--- config.mk ---
export PLATFORM = sky130hd
export DESIGN_NAME = apb_ctrl_regs
export DESIGN_NICKNAME = d
export VERILOG_FILES = /design/src/source/tcdm_pkg.sv /design/src/source/ctrl_pkg.sv /design/src/source/apb_ctrl_regs.sv
export SDC_FILE = /design/constraint.sdc
export NUM_CORES = 1
export LEC_CHECK = 0
export BUFFER_PORTS_ARGS = -buffer_cell sky130_fd_sc_hd__buf_2
export CAP_MARGIN = 25
export CELL_PAD_IN_SITES_DETAIL_PLACEMENT = 1
export CELL_PAD_IN_SITES_GLOBAL_PLACEMENT = 2
export CORE_UTILIZATION = 21
export CTS_CLUSTER_SIZE = 8
export DETAILED_ROUTE_END_ITERATION = 7
export PLACE_DENSITY_LB_ADDON = 0.08
export SLEW_MARGIN = 20
export SYNTH_ARGS = -nofsm -noshare
export SYNTH_HDL_FRONTEND = slang
export SYNTH_SLANG_ARGS = --single-unit
--- constraint.sdc ---
create_clock -name clk_i -period 3.3 [get_ports clk_i]
set_input_delay 0.165 -clock clk_i [delete_from_list [all_inputs] [get_ports clk_i]]
set_output_delay 0.165 -clock clk_i [all_outputs]
set_load 0.005 [all_outputs]
--- src/source/tcdm_pkg.sv ---
// ----------------------------------------------------------------------
// Memory port widths and TCDM access kinds for the single-bank path
// Addresses are word addresses, one word is data_width bits wide
// The op travels on wen, where 1 means read
// ----------------------------------------------------------------------

package tcdm_pkg;

  // ----------------------------------------------------------------------
  // Port geometry
  // ----------------------------------------------------------------------
  localparam int unsigned addr_width = 8;                // Word address bits
  localparam int unsigned data_width = 32;               // Data word bits
  localparam int unsigned be_width   = data_width / 8;   // One enable per byte
  localparam int unsigned mem_words  = 2 ** addr_width;  // Full address space

  // ----------------------------------------------------------------------
  // Access kind, encoded as the wen level
  // ----------------------------------------------------------------------
  typedef enum logic {
    tcdm_write = 1'b0,  // wen low stores data
    tcdm_read  = 1'b1   // wen high fetches data
  } tcdm_op_e;

endpackage

--- src/source/ctrl_pkg.sv ---
// ----------------------------------------------------------------------
// APB register map and access engine states
// Offsets are word indices on a 4-bit paddr, 7 and up are unmapped
// ----------------------------------------------------------------------

package ctrl_pkg;

  localparam int unsigned apb_addr_width = 4;  // Register index bits

  // ----------------------------------------------------------------------
  // Register offsets
  // ----------------------------------------------------------------------
  typedef enum logic [apb_addr_width-1:0] {
    reg_ctrl   = 4'h0,  // Enable and clear
    reg_addr   = 4'h1,  // Word address of the access
    reg_wdata  = 4'h2,  // Data for a write access
    reg_cmd    = 4'h3,  // Op bit, a write launches the access
    reg_status = 4'h4,  // Busy flag
    reg_rdata  = 4'h5,  // Last read data
    reg_count  = 4'h6   // Responses seen since last clear
  } reg_addr_e;

  localparam int unsigned ctrl_enable_bit = 0;  // Filter enable, sticky
  localparam int unsigned ctrl_clear_bit  = 1;  // Self-clearing pulse

  typedef enum logic [1:0] {
    idle,      // Waiting for GO
    request,   // req high on the port
    response   // r_valid slot
  } engine_state_e;

endpackage

--- src/source/apb_ctrl_regs.sv ---
// ----------------------------------------------------------------------
// APB slave for the access path, no wait states (pready tied high)
// paddr is a word index. Writes to read-only registers are ignored
// pslverr on unmapped offsets and on a command write while busy
// ----------------------------------------------------------------------

`timescale 1ns/1ns

module apb_ctrl_regs
  import tcdm_pkg::*;
  import ctrl_pkg::*;
(
  input  logic                      clk_i,
  input  logic                      rst_ni,
  input  logic                      psel,
  input  logic                      penable,
  input  logic                      pwrite,
  input  logic [apb_addr_width-1:0] paddr,
  input  logic [data_width-1:0]     pwdata,
  output logic [data_width-1:0]     prdata,
  output logic                      pready,
  output logic                      pslverr,
  output logic                      enable,
  output logic                      clear,
  output logic                      go,
  output tcdm_op_e                  op,
  output logic [addr_width-1:0]     addr,
  output logic [data_width-1:0]     wdata,
  output logic                      count_clear,
  input  logic                      busy,
  input  logic [data_width-1:0]     count,
  input  logic [data_width-1:0]     rdata
);

  reg_addr_e             reg_sel;
  logic                  access;      // APB access phase
  logic                  wr_access;
  logic                  mapped;
  logic                  cmd_refused;
  logic                  enable_q;
  tcdm_op_e              cmd_op_q;    // Last op written, for readback
  logic [addr_width-1:0] addr_q;
  logic [data_width-1:0] wdata_q;
  logic [data_width-1:0] rdata_mux;

  // ----------------------------------------------------------------------
  // Decode
  // ----------------------------------------------------------------------
  assign reg_sel   = reg_addr_e'(paddr);
  assign access    = psel & penable;
  assign wr_access = access & pwrite;

  always_comb begin
    unique case (reg_sel)
      reg_ctrl, reg_addr, reg_wdata, reg_cmd,
      reg_status, reg_rdata, reg_count: mapped = 1'b1;
      default:                          mapped = 1'b0;
    endcase
  end

  assign cmd_refused = wr_access & (reg_sel == reg_cmd) & busy;

  assign pready  = 1'b1;
  assign pslverr = access & (~mapped | cmd_refused);

  // Pulses, both live for the single access cycle
  assign go    = wr_access & (reg_sel == reg_cmd) & ~busy;
  assign clear = wr_access & (reg_sel == reg_ctrl) & pwdata[ctrl_clear_bit];
  assign op    = tcdm_op_e'(pwdata[0]);  // Taken by the engine together with go

  assign count_clear = clear;            // Counter shares the filter clear

  // ----------------------------------------------------------------------
  // Storage
  // ----------------------------------------------------------------------
  always_ff @(posedge clk_i or negedge rst_ni) begin
    if (!rst_ni) begin
      enable_q <= 1'b0;
      cmd_op_q <= tcdm_write;
    end else if (wr_access) begin
      if (reg_sel == reg_ctrl) enable_q <= pwdata[ctrl_enable_bit];
      if (go) cmd_op_q <= op;            // Refused command keeps the old op
    end
  end

  always_ff @(posedge clk_i) begin
    if (wr_access && reg_sel == reg_addr) begin
      addr_q <= pwdata[addr_width-1:0];
    end
    if (wr_access && reg_sel == reg_wdata) begin
      wdata_q <= pwdata;
    end
  end

  // ----------------------------------------------------------------------
  // Read mux
  // ----------------------------------------------------------------------
  always_comb begin
    rdata_mux = '0;
    unique case (reg_sel)
      reg_ctrl:   rdata_mux[ctrl_enable_bit] = enable_q;  // Clear bit reads zero
      reg_addr:   rdata_mux = data_width'(addr_q);
      reg_wdata:  rdata_mux = wdata_q;
      reg_cmd:    rdata_mux[0] = cmd_op_q;
      reg_status: rdata_mux[0] = busy;
      reg_rdata:  rdata_mux = rdata;
      reg_count:  rdata_mux = count;
      default:    rdata_mux = '0;
    endcase
  end

  assign prdata = rdata_mux;
  assign enable = enable_q;
  assign addr   = addr_q;
  assign wdata  = wdata_q;

endmodule

# Word level (Yosys, flattened, before mapping)
# Index checks and enable logic that the tools add are counted.
# Widths: inputs -> output; s select.
# totals
ff_bits,42
input_bits,106
out_inout_bits,79
# op_classes
eq_ne,6
muxes,3
bitwise_logic,11
reduce_logical,6
# op_table
op,n
$pmux 31 s4,1
$eq 4x3->1 const B,3
$and 1x1->1,8
$eq 4x2->1 const B,2
$pmux 1 s7,1
$reduce_or 7->1,1
$eq 4x1->1 const B,1
$logic_not 4->1,1
$reduce_and 2->1,2
$logic_and 1x1->1,2
$not 1->1,2
$mux 1,1
$or 1x1->1,1

# Depth between registers and ports, before layout
# Gate-level depths: netlist of run 1.
# logic_depth
depth_word,6
ltp_mapped,6

# Least setup slack after synthesis of run 1
# Ideal clock, no wire load.
# synth_path
kind,input to register
startpoint,in paddr[0]
endpoint,"reg wdata_q[0], in the netlist wdata[0], enable pin"
setup_time_ns,0.421
arrival_ns,2.377
t_required_ns,2.879
setup_slack_ns,0.502
cell_stages,5
path_buffers,2
path_cell_list,buf_2 > nor4b_4 > buf_2 > inv_1 > nor2_1
# synth_between
elab_chain_cells,2
# synth_lines
item,line_no,source
start: declaration,apb_ctrl_regs.sv:18,"input logic [apb_addr_width-1:0] paddr,"
$eq 4x2->1,apb_ctrl_regs.sv:90,if (wr_access && reg_sel == reg_wdata) begin
$logic_and 1x1->1,apb_ctrl_regs.sv:90,
end signal: assignment,apb_ctrl_regs.sv:91,wdata_q <= pwdata;
end: declaration,apb_ctrl_regs.sv:43,logic [data_width-1:0] wdata_q;
# No other way between the ends.
# A chain may end at the register's enable or synchronous reset.

# Worst setup path in the final report of run 1
# layout_path
startpoint,in paddr[0]
endpoint,out prdata[7]
# layout_between
elab_chain_cells,2
# layout_lines
item,line_no,source
"$eq 4x3->1, or another cell as far along",apb_ctrl_regs.sv:100,unique case (reg_sel)
$pmux 31 s4 (*),apb_ctrl_regs.sv:100,
end: declaration,apb_ctrl_regs.sv:20,"output logic [data_width-1:0] prdata,"
# Every way passes the cells marked *; elsewhere a longest branch is shown, timed or not.

==> results of run 1 <==
power groups by stage:
stage / Combinational, W / Clock, W / Sequential, W
floorplan: 0.0000580 / 0 / 0.000604
global placement: 0.000152 / 0 / 0.000605
detailed placement: 0.000154 / 0 / 0.000605
CTS: 0.000155 / 0.000341 / 0.000593
global route: 0.000169 / 0.000364 / 0.000593
finish: 0.000151 / 0.000322 / 0.000592
final timing paths:
path | startpoint | end | slack, ns | cells past startpoint
min in group asynchronous | rst_ni | cmd_op_q | 0.19 | 2
max in group asynchronous | rst_ni | cmd_op_q | 3.02 | 2
min | pwdata[21] | wdata[21] | 0.04 | 1
max | paddr[0] | prdata[7] | 1.58 | 5
min reg2reg | cmd_op_q | cmd_op_q | 0.51 | 1
max reg2reg | cmd_op_q | cmd_op_q | 2.52 | 1
what timing repair did:
| item | 4_1_cts | 5_1_grt |
|---|---|---|
| hold buffers | 1 | 0 |
| setup endpoints to repair | 0 | 0 |
| endpoints found under the hold margin | 2 | 0 |
placed cells by master, fill, tap and decap left out, types with 2 or more instances in the layout:
| master | n |
|---|---|
| a22oi_1 | 38 |
| buf_2 | 183 |
| buf_4 | 4 |
| clkbuf_8 | 5 |
| dfrtp_1 | 2 |
| edfxtp_1 | 40 |
| mux2i_1 | 3 |
| nand2_1 | 49 |
| nor2b_1 | 2 |
| nor3_1 | 2 |
| o21ai_0 | 7 |
layout make-up:
type / instances / area share
sequential: 42 / 0.389
timing repair buffer: 188 / 0.297
multi-input combinational: 120 / 0.235
tap: 133 / 0.0517
clock buffer: 5 / 0.0214
clock inverter: 3 / 0.00505
inverter: 1 / 0.00117
state kept, by name, summed over array words and instances, names as in the netlist:
register / flops
enable: 1
addr: 8
cmd_op_q: 1
wdata: 32
cells by family (layout without fill, tap and decap cells):
logic type / Yosys count / after routing / synth area share
AOI/OAI and AO/OA: 48 / 48 / 0.165
buffers and inverters: 20 / 197 / 0.0531
DFF: 42 / 42 / 0.596
muxes: 5 / 5 / 0.0250
other: 1 / 1 / 0.00179
and+or+nand+nor: 66 / 66 / 0.159
metrics by stage:
stage	setup WS [ns]	cell area, µm²
6_report	1.58	3220
5_1_grt	1.41	3220
4_1_cts	1.51	3220
3_5_place_dp	1.33	3130
3_3_place_gp	1.37	3130
2_1_floorplan	0.502	2100
routing by layer:
metal,vias to the layer above,global-route usage,part of all wire
met5,-,0,0
met4,0,0.0264,0.0063
met3,6,0.0424,0.091
met2,109,0.249,0.49
met1,983,0.172,0.41
li1,1032,-,-
==> results.json, run 1 <==
{
  "status": "completed",
  "synth_ff_type": "edfxtp_1",
  "tritoncts": "yes",
  "fill_cells": 1176,
  "endpoint_kind": "output pin",
  "die_w_um": 102,
  "fin_worst_skew_ns": 0,
  "setup_viol": 0,
  "dp.cells": 483,
  "synth_edf_count": 40,
  "via_count": 2130,
  "cap_violations": 0,
  "grt_pass1_vias": 1997,
  "synth_area_um2": 2100,
  "syn_inst": 182,
  "fin_setup_tns_ns": 0,
  "grt_use_total": 0.142,
  "antenna_found_initial": 0,
  "slowest_delay_ns": 0.75,
  "syn_area_per_cell_um2": 11.5,
  "cts_sinks": 42,
  "initial_core_util": 0.216,
  "p_leak_nw": 1.55,
  "htreeDepth": 2,
  "post_cts_resized": 0,
  "crit_family": "simple AND/OR/NAND/NOR gates",
  "antenna_cells": 0,
  "placeableCoreArea_um2": 9730,
  "grt_max_degree": 33,
  "avgViaCountPerCell": 4.33,
  "worstSetupStartpointType": "primary input",
  "share_seq_of_total_power": 0.556,
  "cts.reportedPaths.clkPinSlew_ns": 0.08,
  "multi_input_area_um2": 758,
  "worst-path-buf-inv": 2,
  "synthTopCellsByCount": "nand2_1, edfxtp_1, a22oi_1, buf_2, o21ai_0",
  "p_switching_w": 0.000250,
  "async_flop_share": 0.0476,
  "die_area_um2": 10400,
  "std_cell_rows": 36,
  "cp.required_ns": 3.13,
  "cts_inserted_buffers": 5,
  "ant_nets": 0,
  "final_cells": 492,
  "yosysWarnings": 0,
  "worstPathMaxFanout": 31,
  "p_total_w": 0.00107,
  "synth_most_common_cell": "nand2_1",
  "hpwl_um": 6010,
  "peakVddDrop_mv": 0.129,
  "dr.pass1.iters": 4,
  "period_minus_slack_ns": 1.72,
  "clockBufferDepth": 2,
  "crit_chain": "buf_2 -> and4bb_2 -> a22oi_1 -> o21ai_0 -> buf_2",
  "final_nets": 464,
  "boundaryPins": 185,
  "drt-initial-drc-count": 42,
  "worstMarginPinSlew_ns": 0.952,
  "wl_per_cell_um": 15.4,
  "p_clk_frac": 0.302,
  "cp_slowest_cell": "and4bb_2",
  "yosysTopAreaCell": "edfxtp_1",
  "port-buffer-count": 183,
  "hp-class": "in -> reg",
  "yosysUniqueCellTypes": 31,
  "drive_above_1_share": 0.560,
  "cts_setup_buffers": 0,
  "p_comb_frac": 0.142,
  "syn2layout_area_growth_pct": 53.5,
  "p_per_area_nw_per_um2": 331,
  "fmax_mhz": 580,
  "hold_ws_ns": 0.0438,
  "seq_area_frac_synth": 0.596,
  "crit_type": "in -> out",
  "ys_top_cells_by_area": "edfxtp_1, a22oi_1, nand2_1",
  "finalHoldViolCount": 0,
  "synth-seq-cells": 42,
  "rsz0062_at_grt": "false",
  "crit_top_cell": "buf_2",
  "register_area_um2": 1250,
  "p_sw_frac": 0.234,
  "gp_congestion": 0.688,
  "die-height_um": 102,
  "clockRootBuffer": "clkbuf_8",
  "synth_nets": 288,
  "fin_crit_sh": 0.522,
  "synth_top_area_share": 0.572,
  "slew_viol_final": 0,
  "cp.arrival_ns": 1.56,
  "grt_overflow": 0,
  "maxSlewHeadroom": 0.364,
  "remaining_drc_errors": 0,
  "fin_util": 0.331,
  "wl_um": 7570,
  "worstSkewPairLatency_ns": 0.29,
  "grt_pass1_wl_um": 11100,
  "internal-power_w": 0.000816
}
No activity file was read; power rests on OpenSTA's default activity.
==> run 2, diff against run 1 <==
--- a/config.mk
+++ b/config.mk
@@ -9,7 +9,7 @@
 export CAP_MARGIN = 25
 export CELL_PAD_IN_SITES_DETAIL_PLACEMENT = 1
 export CELL_PAD_IN_SITES_GLOBAL_PLACEMENT = 2
-export CORE_UTILIZATION = 21
+export CORE_UTILIZATION = 20
 export CTS_CLUSTER_SIZE = 8
 export DETAILED_ROUTE_END_ITERATION = 7
 export PLACE_DENSITY_LB_ADDON = 0.08
==> constraint.sdc (replaced) <==
create_clock -name clk_i -period 1.6 [get_ports clk_i]
set_input_delay 0.08 -clock clk_i [delete_from_list [all_inputs] [get_ports clk_i]]
set_output_delay 0.08 -clock clk_i [all_outputs]
set_load 0.005 [all_outputs]
==> run 2 against run 1 <==
Net effect:
- count of clock-buffer cells in the layout increased by 1
- wire length is 4.2% higher
- non-clock buffer count up 39
- via count increased by 6.3%
- sequential share of layout area is 4.3 points lower
- flip-flop and latch count stayed put
- die area increased by 4.9%
==> results.json, run 2 (same netlist as run 1, synthesis figures left out) <==
{
  "worstPathMaxFanout": 2,
  "port-buffer-count": 183,
  "grt_use_total": 0.148,
  "avgViaCountPerCell": 4.24,
  "die-height_um": 104,
  "wl_per_cell_um": 14.8,
  "period_minus_slack_ns": 1.46,
  "p_leak_nw": 1.73,
  "fin_setup_tns_ns": 0,
  "cts_setup_buffers": 0,
  "postCtsHoldBufs": 32,
  "fmax_mhz": 683,
  "boundaryPins": 185,
  "setup_viol": 0,
  "die_w_um": 104,
  "worstSetupStartpointType": "flip-flop",
  "rsz0062_at_grt": "false",
  "r2r_cells": 1,
  "ant_nets": 0,
  "cp.arrival_ns": 1.38,
  "cts.reportedPaths.clkPinSlew_ns": 0.08,
  "finalHoldViolCount": 0,
  "cp_slowest_cell": "edfxtp_1",
  "wl_um": 7880,
  "post_cts_resized": 0,
  "drive_above_1_share": 0.528,
  "gp_congestion": 0.715,
  "slowest_delay_ns": 0.38,
  "worst-path-buf-inv": 1,
  "endpoint_kind": "output pin",
  "fill_cells": 1215,
  "grt_pass1_wl_um": 12700,
  "grt_overflow": 0,
  "clockRootBuffer": "clkbuf_8",
  "cts_sinks": 42,
  "p_total_w": 0.00227,
  "hold_depth": 1,
  "grt_max_degree": 27,
  "hp-class": "in -> reg",
  "antenna_found_initial": 0,
  "fin_crit_sh": 0.915,
  "cap_violations": 0,
  "antenna_cells": 0,
  "cp.required_ns": 1.52,
  "mostFrequentLayoutCells": "buf_2, nand2_1, edfxtp_1",
  "cts_inserted_buffers": 5,
  "layout_commonest_cell": "buf_2",
  "remaining_drc_errors": 0,
  "worstSetupPathDepth": 4,
  "std_cell_rows": 37,
  "worstSkewPairLatency_ns": 0.29,
  "tritoncts": "yes",
  "dr.pass1.iters": 4,
  "die_area_um2": 10900,
  "hpwl_um": 6140,
  "p_per_area_nw_per_um2": 626,
  "grt_pass1_vias": 2476,
  "drt-initial-drc-count": 98,
  "crit_type": "reg -> out",
  "largest_reg_flops": 32,
  "htreeDepth": 2,
  "placeableCoreArea_um2": 10200,
  "initial_core_util": 0.205,
  "syn2layout_area_growth_pct": 72.6,
  "final_nets": 503,
  "fin_worst_skew_ns": 0,
  "slew_viol_final": 0,
  "crit_chain": "mux2i_1 -> nor4b_1 -> a2111o_1 -> buf_2",
  "crit_family": "flip-flops",
  "peakVddDrop_mv": 0.328,
  "via_count": 2264,
  "status": "completed",
  "clockBufferDepth": 2
}
run 2: cell types whose count changed in the layout (fill, tap and decap cells not counted):
cell | previous run | this run
inv_2 | 0 | 1
clkbuf_1 | 0 | 1
dlygate4sd3_1 | 1 | 32
inv_1 | 1 | 0
nor3_2 | 0 | 1
clkinvlp_4 | 1 | 0
buf_12 | 0 | 2
nor3_1 | 2 | 1
buf_4 | 4 | 10
run 2: area by class of cell:
class	count	area, µm²	share of cell area
Clock inverter	2	8.76	0.00242
Multi-Input combinational cell	120	763	0.211
Timing Repair Buffer	227	1350	0.373
Tap cell	136	170	0.0470
Inverter	1	3.75	0.00104
Sequential cell	42	1250	0.346
Clock buffer	6	72.6	0.0200
run 2: metal layers:
| layer | track usage | wire, µm | up-vias |
|---|---|---|---|
| met4 | 0.0337 | 68 | 0 |
| met2 | 0.276 | 4140 | 103 |
| met3 | 0.0464 | 619 | 7 |
| met5 | 0 | 0 | - |
| met1 | 0.161 | 3050 | 1050 |
| li1 | - | - | 1104 |
run 2: per-stage QoR:
| stage | utilization | setup WS (ns) | hold WS [ns] | std cells | instance area [µm²] |
|---|---|---|---|---|---|
| after floorplan | - | -0.115 | -0.216 | 182 | 2120 |
| after detailed placement | 0.315 | 0.193 | -0.129 | 494 | 3220 |
| after global placement | 0.315 | 0.200 | -0.130 | 494 | 3220 |
| after global routing | 0.354 | 0.0599 | 0.0136 | 534 | 3620 |
| after CTS | 0.354 | 0.113 | 0.0122 | 534 | 3620 |
| final | 0.354 | 0.136 | 0.0176 | 534 | 3620 |
run 2: path summary, 6_finish.rpt:
check,slack [ns],end,startpoint
max,0.14,prdata[0],wdata[0]
min,0.02,addr[0],pwdata[0]
max reg2reg,0.83,enable,enable
min reg2reg,0.50,cmd_op_q,cmd_op_q
max in group asynchronous,1.41,enable,rst_ni
min in group asynchronous,0.10,cmd_op_q,rst_ni
run 2: report_power, final:
part	internal (W)	leakage, nW	switching, W
Sequential	0.00121	0.387	0.00000702
Combinational	0.000228	1.30	0.000156
Clock	0.000300	0.0426	0.000360
