<file path="config.mk">
export PLATFORM = sky130hd
export DESIGN_NAME = tcdm_access_engine_flat
export DESIGN_NICKNAME = d
export VERILOG_FILES = /design/src/source/tcdm_pkg.sv /design/src/source/ctrl_pkg.sv /design/src/source/tcdm_intf.sv /design/src/source/tcdm_access_engine.sv /design/src/flat_wrapper.sv
export SDC_FILE = /design/constraint.sdc
export NUM_CORES = 1
export LEC_CHECK = 0
export ABC_AREA = 1
export BUFFER_PORTS_ARGS = -buffer_cell sky130_fd_sc_hd__buf_2
export CAP_MARGIN = 0
export CORE_MARGIN = 2
export CORE_UTILIZATION = 48
export CTS_CLUSTER_DIAMETER = 120
export DETAILED_ROUTE_END_ITERATION = 8
export MAX_ROUTING_LAYER = met4
export PLACE_DENSITY = 0.76
export SETUP_SLACK_MARGIN = 0.2
export SYNTH_ARGS = -nofsm -noshare
export SYNTH_HDL_FRONTEND = slang
export SYNTH_SLANG_ARGS = --single-unit
</file>
<file path="constraint.sdc">
create_clock -name clk_i -period 3.8 [get_ports clk_i]
set_input_delay 0 -clock clk_i [delete_from_list [all_inputs] [get_ports clk_i]]
set_output_delay 0 -clock clk_i [all_outputs]
set_load 0.02 [all_outputs]
</file>
<file path="src/source/tcdm_pkg.sv">
// ----------------------------------------------------------------------
// Memory port widths and TCDM access kinds for the single-bank path
// Addresses are word addresses, one word is data_width bits wide
// The op travels on wen, where 1 means read
// ----------------------------------------------------------------------

package tcdm_pkg;

  // ----------------------------------------------------------------------
  // Port geometry
  // ----------------------------------------------------------------------
  localparam int unsigned addr_width = 8;                // Word address bits
  localparam int unsigned data_width = 32;               // Data word bits
  localparam int unsigned be_width   = data_width / 8;   // One enable per byte
  localparam int unsigned mem_words  = 2 ** addr_width;  // Full address space

  // ----------------------------------------------------------------------
  // Access kind, encoded as the wen level
  // ----------------------------------------------------------------------
  typedef enum logic {
    tcdm_write = 1'b0,  // wen low stores data
    tcdm_read  = 1'b1   // wen high fetches data
  } tcdm_op_e;

endpackage

</file>
<file path="src/source/ctrl_pkg.sv">
// ----------------------------------------------------------------------
// APB register map and access engine states
// Offsets are word indices on a 4-bit paddr, 7 and up are unmapped
// ----------------------------------------------------------------------

package ctrl_pkg;

  localparam int unsigned apb_addr_width = 4;  // Register index bits

  // ----------------------------------------------------------------------
  // Register offsets
  // ----------------------------------------------------------------------
  typedef enum logic [apb_addr_width-1:0] {
    reg_ctrl   = 4'h0,  // Enable and clear
    reg_addr   = 4'h1,  // Word address of the access
    reg_wdata  = 4'h2,  // Data for a write access
    reg_cmd    = 4'h3,  // Op bit, a write launches the access
    reg_status = 4'h4,  // Busy flag
    reg_rdata  = 4'h5,  // Last read data
    reg_count  = 4'h6   // Responses seen since last clear
  } reg_addr_e;

  localparam int unsigned ctrl_enable_bit = 0;  // Filter enable, sticky
  localparam int unsigned ctrl_clear_bit  = 1;  // Self-clearing pulse

  typedef enum logic [1:0] {
    idle,      // Waiting for GO
    request,   // req high on the port
    response   // r_valid slot
  } engine_state_e;

endpackage

</file>
<file path="src/source/tcdm_intf.sv">
// ----------------------------------------------------------------------
// TCDM request/response bundle with req/gnt and r_valid handshake
// A request moves when req and gnt are both high
// The response is expected exactly one cycle later
// ----------------------------------------------------------------------

`timescale 1ns/1ns

interface tcdm_intf
  import tcdm_pkg::*;
();

  // Request side, driven by the initiator
  logic                  req;
  logic [addr_width-1:0] add;
  tcdm_op_e              wen;   // 1 = read
  logic [be_width-1:0]   be;
  logic [data_width-1:0] data;

  // Grant and response, driven by the target
  logic                  gnt;
  logic                  r_valid;
  logic [data_width-1:0] r_data;

  modport initiator (
    output req, add, wen, be, data,
    input  gnt, r_valid, r_data
  );

  modport target (
    input  req, add, wen, be, data,
    output gnt, r_valid, r_data
  );

endinterface

</file>
<file path="src/source/tcdm_access_engine.sv">
// ----------------------------------------------------------------------
// Single-shot TCDM initiator driven by the register file
// One request per GO, all byte enables set. go must only arrive idle
// The response slot is fixed at one cycle after grant
// ----------------------------------------------------------------------

`timescale 1ns/1ns

module tcdm_access_engine
  import tcdm_pkg::*;
  import ctrl_pkg::*;
(
  input  logic                  clk_i,
  input  logic                  rst_ni,
  input  logic                  go,
  input  tcdm_op_e              op,
  input  logic [addr_width-1:0] addr,
  input  logic [data_width-1:0] wdata,
  input  logic                  count_clear,
  output logic                  busy,
  output logic [data_width-1:0] count,
  output logic [data_width-1:0] rdata,
  tcdm_intf.initiator           tcdm
);

  engine_state_e         state_q, state_d;
  tcdm_op_e              op_q;        // Op of the access in flight
  logic [addr_width-1:0] addr_q;
  logic [data_width-1:0] wdata_q;
  logic [data_width-1:0] count_q;
  logic [data_width-1:0] rdata_q;
  logic                  resp_seen;

  // ----------------------------------------------------------------------
  // FSM
  // ----------------------------------------------------------------------
  always_comb begin
    state_d = state_q;
    unique case (state_q)
      idle:     if (go) state_d = request;
      request:  if (tcdm.gnt) state_d = response;  // Granted at once
      response: state_d = idle;                    // Slot passes with or without r_valid
      default:  state_d = idle;
    endcase
  end

  always_ff @(posedge clk_i or negedge rst_ni) begin
    if (!rst_ni) begin
      state_q <= idle;
    end else begin
      state_q <= state_d;
    end
  end

  // Access fields, captured with GO
  always_ff @(posedge clk_i) begin
    if (go && state_q == idle) begin
      op_q    <= op;
      addr_q  <= addr;
      wdata_q <= wdata;
    end
  end

  // ----------------------------------------------------------------------
  // Request drive
  // ----------------------------------------------------------------------
  assign tcdm.req  = (state_q == request);
  assign tcdm.add  = addr_q;
  assign tcdm.wen  = op_q;
  assign tcdm.be   = '1;        // Full words only
  assign tcdm.data = wdata_q;

  // ----------------------------------------------------------------------
  // Response collection
  // ----------------------------------------------------------------------
  assign resp_seen = (state_q == response) && tcdm.r_valid;

  always_ff @(posedge clk_i or negedge rst_ni) begin
    if (!rst_ni) begin
      count_q <= '0;
    end else if (count_clear) begin
      count_q <= '0;              // Clear wins over a coincident response
    end else if (resp_seen) begin
      count_q <= count_q + 1'b1;
    end
  end

  always_ff @(posedge clk_i or negedge rst_ni) begin
    if (!rst_ni) begin
      rdata_q <= '0;
    end else if (resp_seen && op_q == tcdm_read) begin
      rdata_q <= tcdm.r_data;     // Write acks leave it alone
    end
  end

  assign busy  = (state_q != idle);
  assign count = count_q;
  assign rdata = rdata_q;

endmodule

</file>
<file path="src/flat_wrapper.sv">
// flat-port wrapper written by rule: the top's interface ports become plain ports
module tcdm_access_engine_flat import tcdm_pkg::*; import ctrl_pkg::*;
  (clk_i, rst_ni, go, op, addr, wdata, count_clear, busy, count, rdata, tcdm_req, tcdm_add, tcdm_wen, tcdm_be, tcdm_data, tcdm_gnt, tcdm_r_valid, tcdm_r_data);
  tcdm_intf tcdm_i ();
  input  logic clk_i;
  input  logic rst_ni;
  input  logic go;
  input  tcdm_op_e op;
  input  logic [addr_width-1:0] addr;
  input  logic [data_width-1:0] wdata;
  input  logic count_clear;
  output logic busy;
  output logic [data_width-1:0] count;
  output logic [data_width-1:0] rdata;
  output wire logic [$bits(tcdm_i.req)-1:0] tcdm_req;
  output wire logic [$bits(tcdm_i.add)-1:0] tcdm_add;
  output wire logic [$bits(tcdm_i.wen)-1:0] tcdm_wen;
  output wire logic [$bits(tcdm_i.be)-1:0] tcdm_be;
  output wire logic [$bits(tcdm_i.data)-1:0] tcdm_data;
  input wire logic [$bits(tcdm_i.gnt)-1:0] tcdm_gnt;
  input wire logic [$bits(tcdm_i.r_valid)-1:0] tcdm_r_valid;
  input wire logic [$bits(tcdm_i.r_data)-1:0] tcdm_r_data;
  assign tcdm_req = tcdm_i.req;
  assign tcdm_add = tcdm_i.add;
  assign tcdm_wen = tcdm_i.wen;
  assign tcdm_be = tcdm_i.be;
  assign tcdm_data = tcdm_i.data;
  assign tcdm_i.gnt = tcdm_gnt;
  assign tcdm_i.r_valid = tcdm_r_valid;
  assign tcdm_i.r_data = tcdm_r_data;
  tcdm_access_engine u_core (.clk_i(clk_i), .rst_ni(rst_ni), .go(go), .op(op), .addr(addr), .wdata(wdata), .count_clear(count_clear), .busy(busy), .count(count), .rdata(rdata), .tcdm(tcdm_i));
endmodule
</file>
# [Word-level counts from Yosys, hierarchy flattened]
# Cells that the tools add are included.
[op_classes] mul=0 add_sub_neg=1 mux=5 n_bitwise=0 n_reduce_logical=7 eq_ne=4 shifts=0 n_lt_le_gt_ge=0 div_mod_pow=0
[op_table] operator="$mux W32" count=2
[op_table] operator="$add A32 B1 Y32 const B" count=1
[op_table] operator="$mux W2" count=2
[op_table] operator="$pmux W2 S2" count=1
[op_table] operator="$reduce_bool A2 Y1" count=2
[op_table] operator="$logic_and A1 B1 Y1" count=3
[op_table] operator="$eq A2 B1 Y1 const B" count=1
[op_table] operator="$eq A2 B2 Y1 const B" count=1
[op_table] operator="$logic_not A2 Y1" count=1
[op_table] operator="$ne A2 B1 Y1 const B" count=1
[op_table] operator="$ne A2 B2 Y1 const B" count=1
[op_table] operator="$reduce_and A2 Y1" count=1
[totals] mem_bits_ro=0 out_inout_bits=111 latch_bits=0 mem_count=0 register_bits=107 word_cells=23 ramBits=0 input_bits=79

# [Logic depth before layout (Yosys ltp)]
# Gate-level depths: netlist of the first run.
[logic_depth] word_depth=4 depth_mapped=9 depth_no_buf=9

# [Worst setup path before layout of the first run]
# Ideal clock, no wire load.
[synth_timing] kind="reg-to-reg" start="register u_core.state_q[0]" end="register u_core.addr_q[0] (netlist: u_core.tcdm.add[0]), enable pin" path_slack_ns=0.831 period_less_slack_ns=2.969 setup_time_ns=0.439 arrival_time_ns=2.529 n_path_buf=0 path_stages_with_launch=3 required_time_ns=3.361 path_cell_list="dfrtp_1 -> or2_2 -> nor2_1"
[synth_via] elab_chain_cells=2
[synth_rtl] item="from (decl)" line_no="tcdm_access_engine.sv:26" source="engine_state_e state_q, state_d;"
[synth_rtl] item="from (signal assigned)" line_no="tcdm_access_engine.sv:49" source="state_q <= idle;"
[synth_rtl] item="from (signal assigned)" line_no="tcdm_access_engine.sv:51" source="state_q <= state_d;"
[synth_rtl] item="$logic_not A2 Y1" line_no="tcdm_access_engine.sv:57" source="if (go && state_q == idle) begin"
[synth_rtl] item="$logic_and A1 B1 Y1" line_no="tcdm_access_engine.sv:57"
[synth_rtl] item="to (signal assigned)" line_no="tcdm_access_engine.sv:59" source="addr_q <= addr;"
[synth_rtl] item="to (decl)" line_no="tcdm_access_engine.sv:28" source="logic [addr_width-1:0] addr_q;"
# No other way between the ends.
# A chain may end at the register's enable or synchronous reset.

# [Worst setup path in the final report of the first run]
[layout_timing] start="register u_core.state_q[0]" end="register u_core.wdata_q[1] (netlist: u_core.tcdm.data[1]), enable pin"
[layout_via] elab_chain_cells=2
[layout_rtl] item="$logic_not A2 Y1" line_no="tcdm_access_engine.sv:57"
[layout_rtl] item="$logic_and A1 B1 Y1" line_no="tcdm_access_engine.sv:57"
[layout_rtl] item="to (signal assigned)" line_no="tcdm_access_engine.sv:60" source="wdata_q <= wdata;"
[layout_rtl] item="to (decl)" line_no="tcdm_access_engine.sv:29" source="logic [data_width-1:0] wdata_q;"
# No other way between the ends.

==> flow_metrics.tcl, run 1 <==
set metrics [dict create \
    vias_per_cell 4.86 \
    cts_setup_buffers 0 \
    netlist.area_leader.share_pct 35.6 \
    whs_endpoint "u_core.count[1]" \
    grt_pass1_wl_um 19600 \
    whs_path_depth 5 \
    maxCapViolations 0 \
    dr_total_vias 4045 \
    grt_max_degree 42 \
    reg2reg_depth 2 \
    synth.avg_cell_area_um2 10.8 \
    skew_ns 0.0161 \
    coreArea_um2 9330 \
    synth_edf_count 41 \
    min_period_ns 2.00 \
    r2r_start "u_core.state_q[0]" \
    utilization_pct 71.3 \
    cts_buffers 9 \
    timing.critical_path.buf_inv 0 \
    clkSlewWorstSetupHoldPaths_ns 0.10 \
    hold_path_class "input port to register" \
    wl_um 12600 \
    p_leak_nw 3.20 \
    reg2reg_to "u_core.tcdm.data[1]" \
    crit_slowest_cell "nor2_4" \
    status "complete, no violations" \
    synth_seq_area_share_pct 62.1 \
    synth_most_common_cell "nand2_1" \
    dpl.hpwl_um 8410 \
    antenna_found_initial 0 \
    netlist_area_um2 4640 \
    worstPathRequired_ns 3.79 \
    overflow 0 \
    cts_tree "done" \
    nNetsFinal 779 \
    root_buffer "clkbuf_8" \
    grt_pass1_vias 4131 \
    final-setup-viol-count 0 \
    max_freq_mhz 501 \
    place_congestion 0.938 \
    hold_buffers 77 \
    yosysTopAreaCell "dfrtp_1" \
    syn2layout_area_growth_pct 43.1 \
    ioPinCount 190 \
    multiInputGateArea_um2 1570 \
    ff2ff_setup_slack_ns 1.80 \
    synth.area.top_cells "dfrtp_1 36%, edfxtp_1 27%, mux2_4 9.7%" \
    drtIter0Drc 148 \
    slew_violations 0 \
    worstPathMaxFanout 41 \
    cts_resized 0 \
    cts_buffer_depth 2 \
    drtPass1Iterations 4 \
    postRouteAntennaNets 0 \
    layout-drive-gt1-share_pct 35.2 \
    startpoint_type "register" \
    p_per_area_nw_per_um2 490 \
    ir_drop_uv 531 \
    synth_ff_type "dfrtp_1" \
    n_antenna_cell 0 \
    crit_chain "or2_2 > nor2_4" \
    initial_core_util_pct 49.8 \
    seq_area_um2 2880 \
    remaining_drc_errors 0 \
    n_fill_cell 714 \
    yosys-top-cells-count "87 x nand2_1, 83 x nor2_1, 66 x dfrtp_1, 41 x edfxtp_1, 35 x inv_1" \
    die_w_um 102 \
    crit_arrival_ns 1.99 \
    finalCritPeriodShare_pct 52.5 \
    worst_slew_pin_slew_ns 1.10 \
    clkSinkCount 107 \
    portBuffers 185 \
    synthArstFlopShare_pct 61.7 \
    rsz0062_at_grt "no" \
    die_area_um2 10500 \
    insertion_delay_ns 0.38 \
    yosysWarnings 0 \
    die_h_um 102 \
    hold_viol 0 \
    wl_per_cell_um 15.1 \
    finalSetupTns_ns 0 \
    slowest_delay_ns 0.84 \
    grt.total_usage_pct 25.5 \
    max-slew-margin-rel_pct 26.5 \
    worstSetupPathType "register to register" \
    ys_ff_latch 107 \
    synthDistinctLibCells 27 \
    critical_path.endpoint_type "register" \
    hp-start "tcdm_r_valid" \
    rows 35 \
    htree_levels 3 \
    synth_cells 431 \
    crit_family "simple AND/OR/NAND/NOR gates" \
]
-- report_power, final --
group,internal (mW),switching [mW]
Combinational,0.462,0.554
Clock,0.254,0.417
Sequential,1.45,0.122
Total,2.16,1.09
-- tightest hold or removal path: cells and delay by family --
family | cells | cell delay [ns]
simple gates | 4 | 0.28
buf+inv | 1 | 0.11
-- cells by family (layout without fill, tap and decap cells) --
group / Yosys count / in the layout / synth area share, %
buffers and inverters: 45 / 315 / 4.45
and+or+nand+nor: 220 / 220 / 20.2
adders and majority gates: 1 / 1 / 0.269
DFF: 107 / 107 / 62.1
AOI/OAI and AO/OA: 25 / 25 / 2.77
muxes: 32 / 32 / 10.2
other: 1 / 4 / 0.0807
-- metrics by stage --
step / cell area, um^2 / cells / setup slack [ns] / power (mW) / hold slack, ns
4_1_cts: 6650 / 833 / 1.78 / 3.26 / 0.0528
3_3_place_gp: 5690 / 740 / 1.87 / 2.50 / 0.103
2_1_floorplan: 4660 / 434 / 0.831 / 2.18 / -0.296
3_5_place_dp: 5690 / 740 / 1.80 / 2.53 / 0.109
6_report: 6650 / 833 / 1.80 / 3.26 / 0.0557
5_1_grt: 6650 / 833 / 1.66 / 3.40 / 0.0614
-- how the worst max path moves through the flow --
| stage | startpoint | to | depth (start not counted) |
|---|---|---|---|
| finish | u_core.state_q[0] | u_core.tcdm.data[1] | 2 |
| global route | u_core.state_q[0] | u_core.tcdm.data[5] | 2 |
| CTS | u_core.state_q[0] | u_core.tcdm.data[5] | 2 |
| detailed placement | u_core.state_q[0] | u_core.tcdm.data[26] | 2 |
| global placement | u_core.state_q[0] | u_core.tcdm.add[5] | 2 |
| floorplan | u_core.state_q[0] | u_core.tcdm.add[0] | 2 |
-- state kept, by name, summed over array words and instances, names as in the netlist --
name and flops:
u_core.tcdm.wen 1, u_core.rdata 32, u_core.tcdm.add 8, u_core.tcdm.data 32
u_core.state_q 2, u_core.count 32
-- cells in the final DEF (no fill, tap or decap), types with 5 or more instances in the layout --
cell,netlist,layout
a21oi_1,13,13
buf_2,0,185
clkbuf_8,0,9
dfrtp_1,66,66
dlygate4sd3_1,0,77
edfxtp_1,41,41
inv_1,35,35
mux2_4,30,30
nand2_1,87,87
nand3_1,25,25
nand4_1,5,5
nor2_1,83,82
nor2_2,5,5
o21ai_0,10,10
-- area by class of cell --
| class | instances | area share (%) |
|---|---|---|
| Inverter | 35 | 1.98 |
| Clock buffer | 10 | 1.92 |
| Timing Repair Buffer | 264 | 25.7 |
| Tap cell | 129 | 2.43 |
| Sequential cell | 107 | 43.4 |
| Clock inverter | 6 | 0.885 |
| Multi-Input combinational cell | 282 | 23.7 |
-- metal layers --
layer	track usage (%)	up-vias	part of all wire (%)	routed length (um)
met5	-	-	0	0
met4	11.5	0	2.9	370
met3	3.28	30	4.3	546
met2	43.4	142	52	6510
met1	30.2	1930	41	5130
li1	-	1943	-	-
Power figures use the tool's default switching activity.
==> run 2, diff against run 1 <==
- ABC_AREA: 1 -> 0
- CORE_UTILIZATION: 48 -> 42
- PLACE_DENSITY: 0.76 -> 0.71
- clock period: 3.8 -> 1.6 ns (I/O delays scaled with it)
==> flow_metrics.tcl, run 2 <==
set metrics [dict create \
    place_congestion 0.776 \
    status "finished, violations left" \
    hold_ws_ns 0.140 \
    die_w_um 105 \
    synth.area.top_cells "dfrtp_1 39%, edfxtp_1 29%, mux2_2 8.4%" \
    wl_um 13400 \
    slowest_delay_ns 0.50 \
    p_per_area_nw_per_um2 1100 \
    violations "setup timing" \
    netlist.area_leader.share_pct 38.6 \
    yosysWarnings 0 \
    timing.critical_path.buf_inv 1 \
    worstPathMaxFanout 7 \
    portBuffers 185 \
    hold_path_class "input port to register" \
    netlist_area_um2 4280 \
    remaining_drc_errors 0 \
    synth_edf_count 41 \
    cts_tree "done" \
    htree_levels 3 \
    max_freq_mhz 609 \
    stdcell_area_um2 7310 \
    crit_arrival_ns 1.93 \
    crit_family "simple AND/OR/NAND/NOR gates" \
    p_leak_nw 3.37 \
    antenna_found_initial 0 \
    grt_max_degree 67 \
    worst_slew_pin_slew_ns 0.631 \
    max-slew-margin-rel_pct 57.9 \
    finalCritPeriodShare_pct 103 \
    grt_pass1_vias 3949 \
    min_period_ns 1.64 \
    synth.avg_cell_area_um2 14.2 \
    crit_slowest_cell "or4_4" \
    clkSlewWorstSetupHoldPaths_ns 0.10 \
    synthDistinctLibCells 34 \
    finalSetupTns_ns -0.144 \
    cts_buffer_depth 2 \
    nNetsFinal 721 \
    die_h_um 105 \
    slew_violations 0 \
    synth_ff_type "dfrtp_1" \
    maxCapViolations 0 \
    coreArea_um2 9820 \
    syn2layout_area_growth_pct 70.7 \
    layout-drive-gt1-share_pct 57.3 \
    worstSetupPathType "register to register" \
    worst_slack_ns -0.0420 \
    synth_most_common_cell "dfrtp_1" \
    dpl.hpwl_um 7880 \
    vias_per_cell 5.02 \
    ys_ff_latch 107 \
    seq_area_um2 2910 \
    yosysTopAreaCell "dfrtp_1" \
    die_area_um2 11000 \
    critical_path.endpoint_type "register" \
    hold_viol 0 \
    yosys-top-cells-count "66 x dfrtp_1, 41 x edfxtp_1, 32 x mux2_2, 23 x a21oi_1" \
    synth_cells 302 \
    drtIter0Drc 164 \
    multiInputGateArea_um2 1490 \
    ff2ff_setup_slack_ns -0.04 \
    cts_buffers 9 \
    fin_cells 780 \
    initial_core_util_pct 43.6 \
    worstPathRequired_ns 1.89 \
    postRouteAntennaNets 0 \
    final_cell_mix "184 x buf_2, 75 x dlygate4sd3_1, 56 x buf_4" \
    root_buffer "clkbuf_8" \
    final-setup-viol-count 7 \
    insertion_delay_ns 0.37 \
    placed_cell_area_um2 5840 \
    rows 36 \
    wl_per_cell_um 17.2 \
    n_fill_cell 635 \
    skew_ns 0.0128 \
    dr_total_vias 3914 \
    synth_seq_area_share_pct 67.3 \
    drtPass1Iterations 4 \
    layout_commonest_cell "buf_2" \
    clkSinkCount 107 \
    overflow 0 \
    placed_cells 655 \
    startpoint_type "register" \
    ioPinCount 190 \
    synthArstFlopShare_pct 61.7 \
    crit_chain "and3b_2 > buf_12 > nand4_4 > or4_4 > a21oi_1" \
    grt.total_usage_pct 24.2 \
    grt_pass1_wl_um 20100 \
    ir_drop_uv 796 \
    rsz0062_at_grt "yes" \
]
-- run 2: cell count changes in the layout (fill, tap and decap cells not counted), sizes merged, moves of 17 or more --
cell / previous run / this run
nand2: 90 / 15
buf: 187 / 260
inv: 38 / 6
nor2: 91 / 10
nand3: 26 / 9
-- run 2: final cells by class --
cell class / count / share of cell area [%]
flip-flops and latches: 107 / 39.8
repair buffers: 339 / 34.3
multi-input cells: 180 / 20.4
well taps: 133 / 2.28
clock buffers: 11 / 2.09
clock inverters: 5 / 0.924
inverters: 4 / 0.205
diodes: 1 / 0.0342
-- run 2: logic make-up after synthesis --
kind of cell	after synthesis	share of synthesized area [%]
adder cells (fa/ha/maj)	1	0.292
multiplexers	32	8.41
AO/OA/AOI/OAI	46	6.37
other	1	0.0875
AND/OR/NAND/NOR	86	13.0
XOR/XNOR	9	1.84
buffers and inverters	20	2.75
flip-flops	107	67.3
-- run 2: timing repair --
action / 4_1_cts / 5_1_grt
hold buffers: 75 / 0
hold endpoints to repair: 141 / 0
endpoints found under the setup margin: 99 / 105
pin swaps: 20 / 13
gates cloned: 4 / 5
buffers inserted: 18 / 6
resized for setup: 21 / 16
-- run 2: power by group --
group	total (mW)	switching [mW]	internal, mW
Combinational	2.55	1.38	1.17
Clock	1.79	0.950	0.842
Sequential	3.67	0.242	3.43
Total	8.02	2.57	5.45
-- run 2: worst register-to-register path, cell delays in order (launching register included) --
cell	delay, ns
dfrtp_1	0.39
and3b_2	0.29
buf_12	0.14
nand4_4	0.11
or4_4	0.50
a21oi_1	0.15
-- run 2: worst paths after layout --
kind | cells after the start | to | start
max in group asynchronous | 3 | u_core.count[23] | rst_ni
max reg2reg | 5 | u_core.count[30] | u_core.state_q[0]
max | 5 | u_core.count[30] | u_core.state_q[0]
min | 2 | u_core.count[2] | count_clear
min reg2reg | 1 | u_core.rdata[22] | u_core.rdata[22]
min in group asynchronous | 3 | u_core.rdata[15] | rst_ni
-- run 2: layer usage --
layer | wire length, um | track usage [%] | vias up
met2 | 7060 | 41.6 | 165
met1 | 5270 | 27.9 | 1919
met4 | 251 | 9.62 | 0
met3 | 796 | 4.49 | 20
met5 | 0 | - | -
li1 | - | - | 1810
-- run 2: through the flow --
stage | worst slack (ns) | utilization [%] | power, mW
2_1_floorplan | -0.120 | - | 4.94
3_3_place_gp | -0.0209 | 59.5 | 5.76
3_5_place_dp | -0.0734 | 59.5 | 5.82
4_1_cts | -0.0227 | 72.2 | 7.87
5_1_grt | -0.0759 | 74.5 | 8.34
6_report | -0.0420 | 74.5 | 8.02
